$ cat src/design/bhp_pkg.sv
`default_nettype none

package bhp_pkg;

	// queue geometry
	localparam int OBQ_SIZE = 16;
	localparam int TAG_W = $clog2(OBQ_SIZE);

	// global history, newest outcome in the top bit
	localparam int BH_SIZE = 8;

	// pattern history table, indexed by pc xor history
	localparam int PHT_BITS = 8;
	localparam int PHT_SIZE = 1 << PHT_BITS;

	// fetch address, word aligned so the index starts at bit 2
	localparam int PC_W = 32;
	localparam int PC_LSB = 2;

	// two-bit saturating counter, top bit is the direction
	typedef enum logic [1:0] {
		strong_nt = 2'b00,
		weak_nt = 2'b01,
		weak_t = 2'b10,
		strong_t = 2'b11
	} ctr_state_t;

	// one speculative history row of the ordered queue
	typedef struct packed {
		logic [BH_SIZE-1:0] branch_history;
		logic [PHT_BITS-1:0] pht_index;
	} obq_row_t;

	typedef struct packed {
		logic valid;
		logic [PC_W-1:0] pc;
	} fetch_req_t;

	typedef struct packed {
		logic valid;
		logic [TAG_W-1:0] tag;
		logic taken;
	} resolve_req_t;

	typedef struct packed {
		logic valid;
		logic [TAG_W-1:0] tag;
	} retire_req_t;

endpackage

`default_nettype wire

$ cat src/design/bhp_lookup.sv
`timescale 1ns/10ps
`default_nettype none

module bhp_lookup (
	input logic clock,
	input logic reset,
	input bhp_pkg::fetch_req_t fetch,
	input logic flush,
	input logic [bhp_pkg::BH_SIZE-1:0] queue_history,
	input logic queue_history_valid,
	input logic [bhp_pkg::BH_SIZE-1:0] committed_history,
	input logic train_en,
	input logic [bhp_pkg::PHT_BITS-1:0] train_index,
	input logic train_taken,
	output logic write_en,
	output bhp_pkg::obq_row_t bh_row,
	output logic pred_valid,
	output logic pred_taken
);

	// counter table
	bhp_pkg::ctr_state_t pht [bhp_pkg::PHT_SIZE];

	// stage register
	logic valid_q;
	logic taken_q;
	bhp_pkg::obq_row_t row_q;

	// lookup path
	logic [bhp_pkg::BH_SIZE-1:0] fetch_history;
	logic [bhp_pkg::PHT_BITS-1:0] fetch_index;
	bhp_pkg::ctr_state_t fetch_ctr;
	logic fetch_taken;
	logic [bhp_pkg::BH_SIZE-1:0] new_history;

	// training path
	bhp_pkg::ctr_state_t train_ctr;
	bhp_pkg::ctr_state_t train_ctr_next;

	// youngest speculative history first:
	// the row still in the stage register has not reached the queue yet
	always_comb begin
		if (valid_q) begin
			fetch_history = row_q.branch_history;
		end else if (queue_history_valid) begin
			fetch_history = queue_history;
		end else begin
			fetch_history = committed_history;
		end
	end

	// gshare hash, history and index are the same width here
	assign fetch_index = fetch.pc[bhp_pkg::PC_LSB +: bhp_pkg::PHT_BITS] ^ fetch_history;
	assign fetch_ctr = pht[fetch_index];
	assign fetch_taken = fetch_ctr[1];

	// predicted bit enters as the newest bit, older bits move toward bit 0
	assign new_history = {fetch_taken, fetch_history[bhp_pkg::BH_SIZE-1:1]};

	// a fetch seen with flush high is on the wrong path as well
	always_ff @(posedge clock) begin
		if (reset) begin
			valid_q <= 1'b0;
		end else begin
			valid_q <= fetch.valid & ~flush;
		end
	end

	always_ff @(posedge clock) begin
		if (fetch.valid) begin
			taken_q <= fetch_taken;
			row_q.branch_history <= new_history;
			row_q.pht_index <= fetch_index;
		end
	end

	assign pred_valid = valid_q;
	assign pred_taken = taken_q;

	// squashed prediction never reaches the queue
	assign write_en = valid_q & ~flush;
	assign bh_row = row_q;

	// saturating update
	assign train_ctr = pht[train_index];

	always_comb begin
		train_ctr_next = train_ctr;
		case (train_ctr)
			bhp_pkg::strong_nt: begin
				if (train_taken) begin
					train_ctr_next = bhp_pkg::weak_nt;
				end
			end
			bhp_pkg::weak_nt: begin
				train_ctr_next = train_taken ? bhp_pkg::weak_t : bhp_pkg::strong_nt;
			end
			bhp_pkg::weak_t: begin
				train_ctr_next = train_taken ? bhp_pkg::strong_t : bhp_pkg::weak_nt;
			end
			default: begin
				if (!train_taken) begin
					train_ctr_next = bhp_pkg::weak_t;
				end
			end
		endcase
	end

	// all counters start weakly not taken
	always_ff @(posedge clock) begin
		if (reset) begin
			for (int i = 0; i < bhp_pkg::PHT_SIZE; i++) begin
				pht[i] <= bhp_pkg::weak_nt;
			end
		end else if (train_en) begin
			pht[train_index] <= train_ctr_next;
		end
	end

endmodule

`default_nettype wire

$ cat src/design/bhp_obq.sv
`timescale 1ns/10ps
`default_nettype none

module bhp_obq (
	input logic clock,
	input logic reset,
	input logic write_en,
	input bhp_pkg::obq_row_t bh_row,
	input logic clear_en,
	input logic [bhp_pkg::TAG_W-1:0] clear_index,
	input logic shift_en,
	input logic [bhp_pkg::TAG_W-1:0] shift_index,
	input logic [bhp_pkg::TAG_W-1:0] rd_tag,
	output logic [bhp_pkg::TAG_W-1:0] row_tag,
	output logic bh_pred_valid,
	output bhp_pkg::obq_row_t bh_pred,
	output bhp_pkg::obq_row_t rd_row
);

	// circular storage, live rows are head up to tail minus one
	bhp_pkg::obq_row_t [bhp_pkg::OBQ_SIZE-1:0] rows;
	bhp_pkg::obq_row_t [bhp_pkg::OBQ_SIZE-1:0] rows_next;

	logic [bhp_pkg::TAG_W-1:0] head;
	logic [bhp_pkg::TAG_W-1:0] head_next;
	logic [bhp_pkg::TAG_W-1:0] tail;
	logic [bhp_pkg::TAG_W-1:0] tail_next;

	logic [bhp_pkg::TAG_W-1:0] newest_tag;
	logic [bhp_pkg::TAG_W-1:0] clear_tag;

	// distance from head, wrapping at the queue size
	function automatic logic is_live(
		input logic [bhp_pkg::TAG_W-1:0] idx,
		input logic [bhp_pkg::TAG_W-1:0] hd,
		input logic [bhp_pkg::TAG_W-1:0] tl
	);
		logic [bhp_pkg::TAG_W-1:0] idx_off;
		logic [bhp_pkg::TAG_W-1:0] tl_off;
		idx_off = idx - hd;
		tl_off = tl - hd;
		return idx_off < tl_off;
	endfunction

	// next row lands at tail
	assign row_tag = tail;

	// head equal to tail means empty
	assign bh_pred_valid = (head != tail);
	assign newest_tag = tail - 1'b1;
	assign bh_pred = rows[newest_tag];

	// resolve and retire share this port
	assign rd_row = rows[rd_tag];

	// clear_index points one past the resolved row
	assign clear_tag = clear_index - 1'b1;

	always_comb begin
		rows_next = rows;
		head_next = head;
		tail_next = tail;

		// retirement first, drops the row and all older ones
		if (shift_en && is_live(shift_index, head, tail)) begin
			head_next = shift_index + 1'b1;
		end

		// then a mispredict, checked against the range left after the shift
		if (clear_en && is_live(clear_tag, head_next, tail)) begin
			tail_next = clear_index;
			// resolved row now carries the real outcome
			rows_next[clear_tag].branch_history[bhp_pkg::BH_SIZE-1] =
				~rows[clear_tag].branch_history[bhp_pkg::BH_SIZE-1];
		end

		// append last
		if (write_en) begin
			rows_next[tail_next] = bh_row;
			tail_next = tail_next + 1'b1;
			// full, oldest row is lost
			if (tail_next == head_next) begin
				head_next = head_next + 1'b1;
			end
		end
	end

	always_ff @(posedge clock) begin
		if (reset) begin
			head <= '0;
			tail <= '0;
		end else begin
			head <= head_next;
			tail <= tail_next;
		end
	end

	// rows start with all-not-taken history
	always_ff @(posedge clock) begin
		if (reset) begin
			for (int i = 0; i < bhp_pkg::OBQ_SIZE; i++) begin
				rows[i] <= '0;
			end
		end else begin
			rows <= rows_next;
		end
	end

endmodule

`default_nettype wire

$ cat src/design/bhp_resolve.sv
`timescale 1ns/10ps
`default_nettype none

module bhp_resolve (
	input logic clock,
	input logic reset,
	input bhp_pkg::resolve_req_t resolve,
	input bhp_pkg::retire_req_t retire,
	input bhp_pkg::obq_row_t rd_row,
	output logic [bhp_pkg::TAG_W-1:0] rd_tag,
	output logic clear_en,
	output logic [bhp_pkg::TAG_W-1:0] clear_index,
	output logic flush,
	output logic shift_en,
	output logic [bhp_pkg::TAG_W-1:0] shift_index,
	output logic train_en,
	output logic [bhp_pkg::PHT_BITS-1:0] train_index,
	output logic train_taken,
	output logic [bhp_pkg::BH_SIZE-1:0] committed_history
);

	logic stored_taken;
	logic mispredict;

	// resolution wins the read port
	// resolve and retire are not expected together
	assign rd_tag = resolve.valid ? resolve.tag : retire.tag;

	// predicted bit is the newest bit of the stored row
	assign stored_taken = rd_row.branch_history[bhp_pkg::BH_SIZE-1];
	// strobes stay low while reset is held
	assign mispredict = resolve.valid & ~reset & (stored_taken != resolve.taken);

	// drop younger rows and the prediction in flight
	assign clear_en = mispredict;
	assign clear_index = resolve.tag + 1'b1;
	assign flush = mispredict;

	// retirement frees the row and everything older
	assign shift_en = retire.valid & ~reset;
	assign shift_index = retire.tag;

	// training request, one cycle late
	always_ff @(posedge clock) begin
		if (reset) begin
			train_en <= 1'b0;
		end else begin
			train_en <= resolve.valid;
		end
	end

	always_ff @(posedge clock) begin
		if (resolve.valid) begin
			train_index <= rd_row.pht_index;
			train_taken <= resolve.taken;
		end
	end

	// committed history follows the retired row
	// which already holds the corrected bit after a mispredict
	always_ff @(posedge clock) begin
		if (reset) begin
			committed_history <= '0;
		end else if (retire.valid) begin
			committed_history <= rd_row.branch_history;
		end
	end

endmodule

`default_nettype wire

$ cat src/design/bhp_top.sv
`timescale 1ns/10ps
`default_nettype none

module bhp_top (
	input logic clock,
	input logic reset,
	input bhp_pkg::fetch_req_t fetch,
	input bhp_pkg::resolve_req_t resolve,
	input bhp_pkg::retire_req_t retire,
	output logic pred_valid,
	output logic pred_taken,
	output logic [bhp_pkg::TAG_W-1:0] pred_tag
);

	// lookup to queue
	logic write_en;
	bhp_pkg::obq_row_t bh_row;
	logic [bhp_pkg::TAG_W-1:0] row_tag;

	// queue to lookup
	logic bh_pred_valid;
	bhp_pkg::obq_row_t bh_pred;

	// resolve to queue
	logic [bhp_pkg::TAG_W-1:0] rd_tag;
	bhp_pkg::obq_row_t rd_row;
	logic clear_en;
	logic [bhp_pkg::TAG_W-1:0] clear_index;
	logic shift_en;
	logic [bhp_pkg::TAG_W-1:0] shift_index;

	// resolve to lookup
	logic flush;
	logic train_en;
	logic [bhp_pkg::PHT_BITS-1:0] train_index;
	logic train_taken;
	logic [bhp_pkg::BH_SIZE-1:0] committed_history;

	bhp_lookup lookup_inst (
		.clock(clock),
		.reset(reset),
		.fetch(fetch),
		.flush(flush),
		.queue_history(bh_pred.branch_history),
		.queue_history_valid(bh_pred_valid),
		.committed_history(committed_history),
		.train_en(train_en),
		.train_index(train_index),
		.train_taken(train_taken),
		.write_en(write_en),
		.bh_row(bh_row),
		.pred_valid(pred_valid),
		.pred_taken(pred_taken)
	);

	bhp_obq obq_inst (
		.clock(clock),
		.reset(reset),
		.write_en(write_en),
		.bh_row(bh_row),
		.clear_en(clear_en),
		.clear_index(clear_index),
		.shift_en(shift_en),
		.shift_index(shift_index),
		.rd_tag(rd_tag),
		.row_tag(row_tag),
		.bh_pred_valid(bh_pred_valid),
		.bh_pred(bh_pred),
		.rd_row(rd_row)
	);

	bhp_resolve resolve_inst (
		.clock(clock),
		.reset(reset),
		.resolve(resolve),
		.retire(retire),
		.rd_row(rd_row),
		.rd_tag(rd_tag),
		.clear_en(clear_en),
		.clear_index(clear_index),
		.flush(flush),
		.shift_en(shift_en),
		.shift_index(shift_index),
		.train_en(train_en),
		.train_index(train_index),
		.train_taken(train_taken),
		.committed_history(committed_history)
	);

	// tag shown is where the pending row will be written
	assign pred_tag = row_tag;

endmodule

`default_nettype wire

$ cat config.mk
export PLATFORM = sky130hd
export DESIGN_NAME = bhp_top
export DESIGN_NICKNAME = d
export VERILOG_FILES = /design/src/design/bhp_pkg.sv /design/src/design/bhp_lookup.sv /design/src/design/bhp_obq.sv /design/src/design/bhp_resolve.sv /design/src/design/bhp_top.sv
export SDC_FILE = /design/constraint.sdc
export NUM_CORES = 2
export LEC_CHECK = 0
export BUFFER_PORTS_ARGS = -buffer_cell sky130_fd_sc_hd__clkbuf_2
export CAP_MARGIN = 15
export CORE_ASPECT_RATIO = 0.6
export CORE_MARGIN = 8
export CORE_UTILIZATION = 34
export CTS_BUF_LIST = sky130_fd_sc_hd__clkbuf_2 sky130_fd_sc_hd__clkbuf_4 sky130_fd_sc_hd__clkbuf_8
export DETAILED_ROUTE_END_ITERATION = 7
export PLACE_DENSITY = 0.49
export REMOVE_ABC_BUFFERS = 1
export SETUP_SLACK_MARGIN = 0.5
export SLEW_MARGIN = 5
export SYNTH_ARGS = -nofsm -noshare
export SYNTH_HDL_FRONTEND = slang
export SYNTH_SLANG_ARGS = --single-unit
export TNS_END_PERCENT = 5
$ cat constraint.sdc
create_clock -name clock -period 18.4 [get_ports clock]
set_input_delay 1.84 -clock clock [delete_from_list [all_inputs] [get_ports clock]]
set_output_delay 1.84 -clock clock [all_outputs]
set_load 0.02 [all_outputs]
==> metrics.md <==
| Metric | Value |
|---|---|
| Distinct cells, synth | 79 |
| # rows | ~110 |
| TNS Setup | 0 ns |
| Via density | roughly 6.3 |
| Mapped cell area | around 47000 um2 |
| Worst slew pin tran | between 1 and 1.5 ns |
| Reg2reg setup slack | between 10 and 15 ns |
| Met3 usage | between 6 and 7% |
| Input/output buffers | 27 |
| CORE AREA | 137000 um2 |
| Crit path from | retire[0] |
| DRT Pass-1 Iters | 8 |
| Critical Path Sink | obq_inst.rows[85]$_SDFFE_PP0P_ |
| Met2 usage | between 20 and 30% |
| Slew headroom | between 10% and 20% |
| Maximum net fanout on the critical path | 21 |
| Most crowded layer after global routing | met1 |
| Die height | 304 um |
| Main synth FF type | edfxtp_1 |
| GP Congestion | approximately 0.82 |
| Hold Fails Final Rpt | 0 |
| Number of DRC markers in iteration 0 | roughly 5.3k |
| Clock Skew | approximately 0.053 ns |
| Synth warnings | 0 |
| Worst skew pair latency | 0.86 ns |
| Register area share after synthesis | a little under half |
| # resized after CTS | 0 |
| Status | finished, final reports clean |
| Finish-stage setup viols | 0 |
| Fmax | around 120 MHz |
| Leak | 16.0 nW |
| Critical path data arrival time | 9.24 ns |
| RSZ-0062 raised after global routing | no |
| Post-Synthesis Cells | 4422 |
| Post-CTS setup buffer count | 0 |
| WP data required | 19.06 ns |
| Ratio of cells with drive above 1 in the final layout | 16.8% |
| Final WL | between 150000 and 200000 um |
| Yosys reg bits | a little over 800 |
| Nets | 4259 |
| Global-route track usage on met1 | around 37% |
| Vias in the first global route | ~35k |
| Starting density of the core | between 30 and 40% |
| Via count | about 38k |
| Post-synth ARST share | 0% |
| Worst Setup Path Type | in -> reg |
| Peak VDD IR | between 0.3 and 0.4 mV |
| Total power | a little over 7 mW |
| Die Wd | roughly 500 um |
| CP startpoint kind | input pin |
| Slew Limit Fails | 0 |
| Commonest non-fill, non-tap cell in the layout | edfxtp_1 |
| Post-CTS Hold Fix Bufs | 0 |
| R2R cell count | 24 |
| Wire per inst | approximately 29 um |
| CTS clk-pin slew, worst paths | 0.06 ns |
| Clk buf depth | 3 |
| CTS tree | built |
| Gr ovfl total | 0 |
| Post-Syn Area per Cell | around 11 um2 |
| Min Tclk post-route | between 8 and 9 ns |
| Total track usage | about 22% |
| ANT nets after route | 0 |
| Pin count of the biggest net entering global routing | slightly below 200 |
| Critical path endpoint category | flip-flop |
| Min-delay worst type | reg -> reg |
| Top-Level Pins | between 50 and 60 |
| Die area | 151000 um2 |
| Most frequent cells in the layout | 537 x edfxtp_1, 393 x nand2_1, 343 x nand3_1 |
| DR DRC count | 0 |
| Clock sinks | around 820 |
| Fin crit share | 46.6% |
| P&R area growth vs syn | 8.88% |
| Clock root cell | clkbuf_8 |
| Power density over the cells | ~140 nW/um2 |
| RR Endpoint | obq_inst.rows[85]$_SDFFE_PP0P_ |
| Critical R2R Launch | obq_inst.row_tag[0]$_SDFF_PP0_ |
| Number of synthesized flops with an enable pin | 537 |
| First-pass GRT wire length | 255000 um |
| CTS Buf Count | 136 |
| Initial antenna violation count | 8 |
| Max-capacitance violation count | 0 |
| Final hold slack | about 0.46 ns |
| H-tree levels | 4 |
| Post-DP HPWL | 104000 um |
## final cells by class
cell class | instances | area (um2)
Antenna cell | 6 | 15.0
Timing Repair Buffer | 149 | 1140
Multi-Input combinational cell | 3045 | 23100
Clock buffer | 208 | 2490
Inverter | 33 | 126
Sequential cell | 819 | 21800
Fill cell | 13400 | 85800
Tap cell | 1819 | 2280
Clock inverter | 34 | 248
## cell usage after synthesis (12+ instances only)
cell type / number / area (um2)
a31oi_1: 17 / 106
edfxtp_1: 537 / 16100
a221oi_1: 150 / 1310
or2_2: 19 / 119
nand3_1: 343 / 1720
nand2b_1: 56 / 350
buf_2: 114 / 571
mux2i_1: 260 / 2600
xnor2_1: 25 / 219
inv_1: 31 / 116
o21a_1: 15 / 113
buf_4: 15 / 113
buf_1: 22 / 82.6
a22oi_1: 128 / 961
a221o_1: 106 / 1060
nor2b_1: 14 / 87.6
nor3_1: 240 / 1200
and3_1: 41 / 257
o21ai_0: 21 / 105
mux4_2: 214 / 4820
nand2_1: 393 / 1480
mux2_2: 30 / 338
a21o_1: 174 / 1310
ha_1: 27 / 338
xor2_1: 12 / 105
nor2_1: 327 / 1230
a21oi_1: 194 / 971
dfxtp_1: 282 / 5650
a311oi_1: 46 / 403
o22ai_1: 46 / 288
o21bai_1: 40 / 300
clkbuf_1: 364 / 1370
## cell families (layout without fill, tap and decap cells)
kind of cell,count (synthesis),count (layout),synth area share [%]
AO/OA/AOI/OAI,973,973,15.4
XOR/XNOR,41,41,0.851
adder cells (fa/ha/maj),33,33,0.889
buffers and inverters,558,424,5.06
flip-flops,819,819,46.3
multiplexers,510,510,16.8
other,0,6,0
AND/OR/NAND/NOR,1488,1488,14.8
## where the power goes
group	internal [mW]	leakage (nW)	switching, mW
logic	0.976	7.46	2.21
clock network	0.883	1.45	0.831
registers	2.03	7.12	0.132
## stage by stage
step	cells	worst slack [ns]	instance area, um2	util (%)
final	6113	9.82	51200	37.4
after global routing	6108	9.26	51200	37.4
after floorplan	3897	-0.517	44800	-
after detailed placement	5864	8.98	48400	35.4
after CTS	6106	9.90	51200	37.4
after global placement	5864	9.04	48400	35.4
## metal layers
metal / vias up / share of wire, %
li1: 16500 / -
met1: 19400 / 48
met2: 2258 / 38
met3: 243 / 12
met4: 2 / 1.8
met5: - / 0.0051
## flip-flops by register name (all words and copies together), names as in the netlist, named ones only
register                        flops
lookup_inst.pht                   512
obq_inst.rows                     256
lookup_inst.bh_row                 16
resolve_inst.committed_history      8
resolve_inst.train_index            8
obq_inst.head                       4
obq_inst.row_tag                    4
lookup_inst.pred_valid              1
resolve_inst.train_en               1
resolve_inst.train_taken            1
## worst max-delay path, stage by stage
cell      delay (ns)
clkbuf_2        0.13
inv_1           0.12
ha_1            0.25
fa_1            0.49
inv_1           0.05
ha_1            0.26
a21o_1          0.16
a21o_1          0.17
a21oi_1         0.53
mux2i_1         0.72
xor2_1          0.16
ha_1            0.21
a21oi_1         0.16
xnor2_1         0.14
ha_1            0.24
nor2b_1         0.12
o21ai_0         0.14
nand2b_1        0.15
nor3_4          0.77
mux2i_4         0.76
nand2b_1        0.59
nor2_8          0.70
mux2i_1         0.27
nor2_1          0.06
## worst min path at each step
| stage | cells past startpoint | slack (ns) | start | to |
|---|---|---|---|---|
| global route | 2 | 0.47 | obq_inst.rows[48]$_SDFFE_PP0P_ | obq_inst.rows[48]$_SDFFE_PP0P_ |
| finish | 2 | 0.46 | obq_inst.rows[180]$_SDFFE_PP0P_ | obq_inst.rows[180]$_SDFFE_PP0P_ |
| global placement | 2 | 0.44 | obq_inst.rows[177]$_SDFFE_PP0P_ | obq_inst.rows[177]$_SDFFE_PP0P_ |
| CTS | 2 | 0.46 | obq_inst.rows[54]$_SDFFE_PP0P_ | obq_inst.rows[54]$_SDFFE_PP0P_ |
| floorplan | 2 | 0.43 | obq_inst.rows[176]$_SDFFE_PP0P_ | obq_inst.rows[176]$_SDFFE_PP0P_ |
| detailed placement | 2 | 0.45 | obq_inst.rows[54]$_SDFFE_PP0P_ | obq_inst.rows[54]$_SDFFE_PP0P_ |
(Power assumes the default switching activity.)
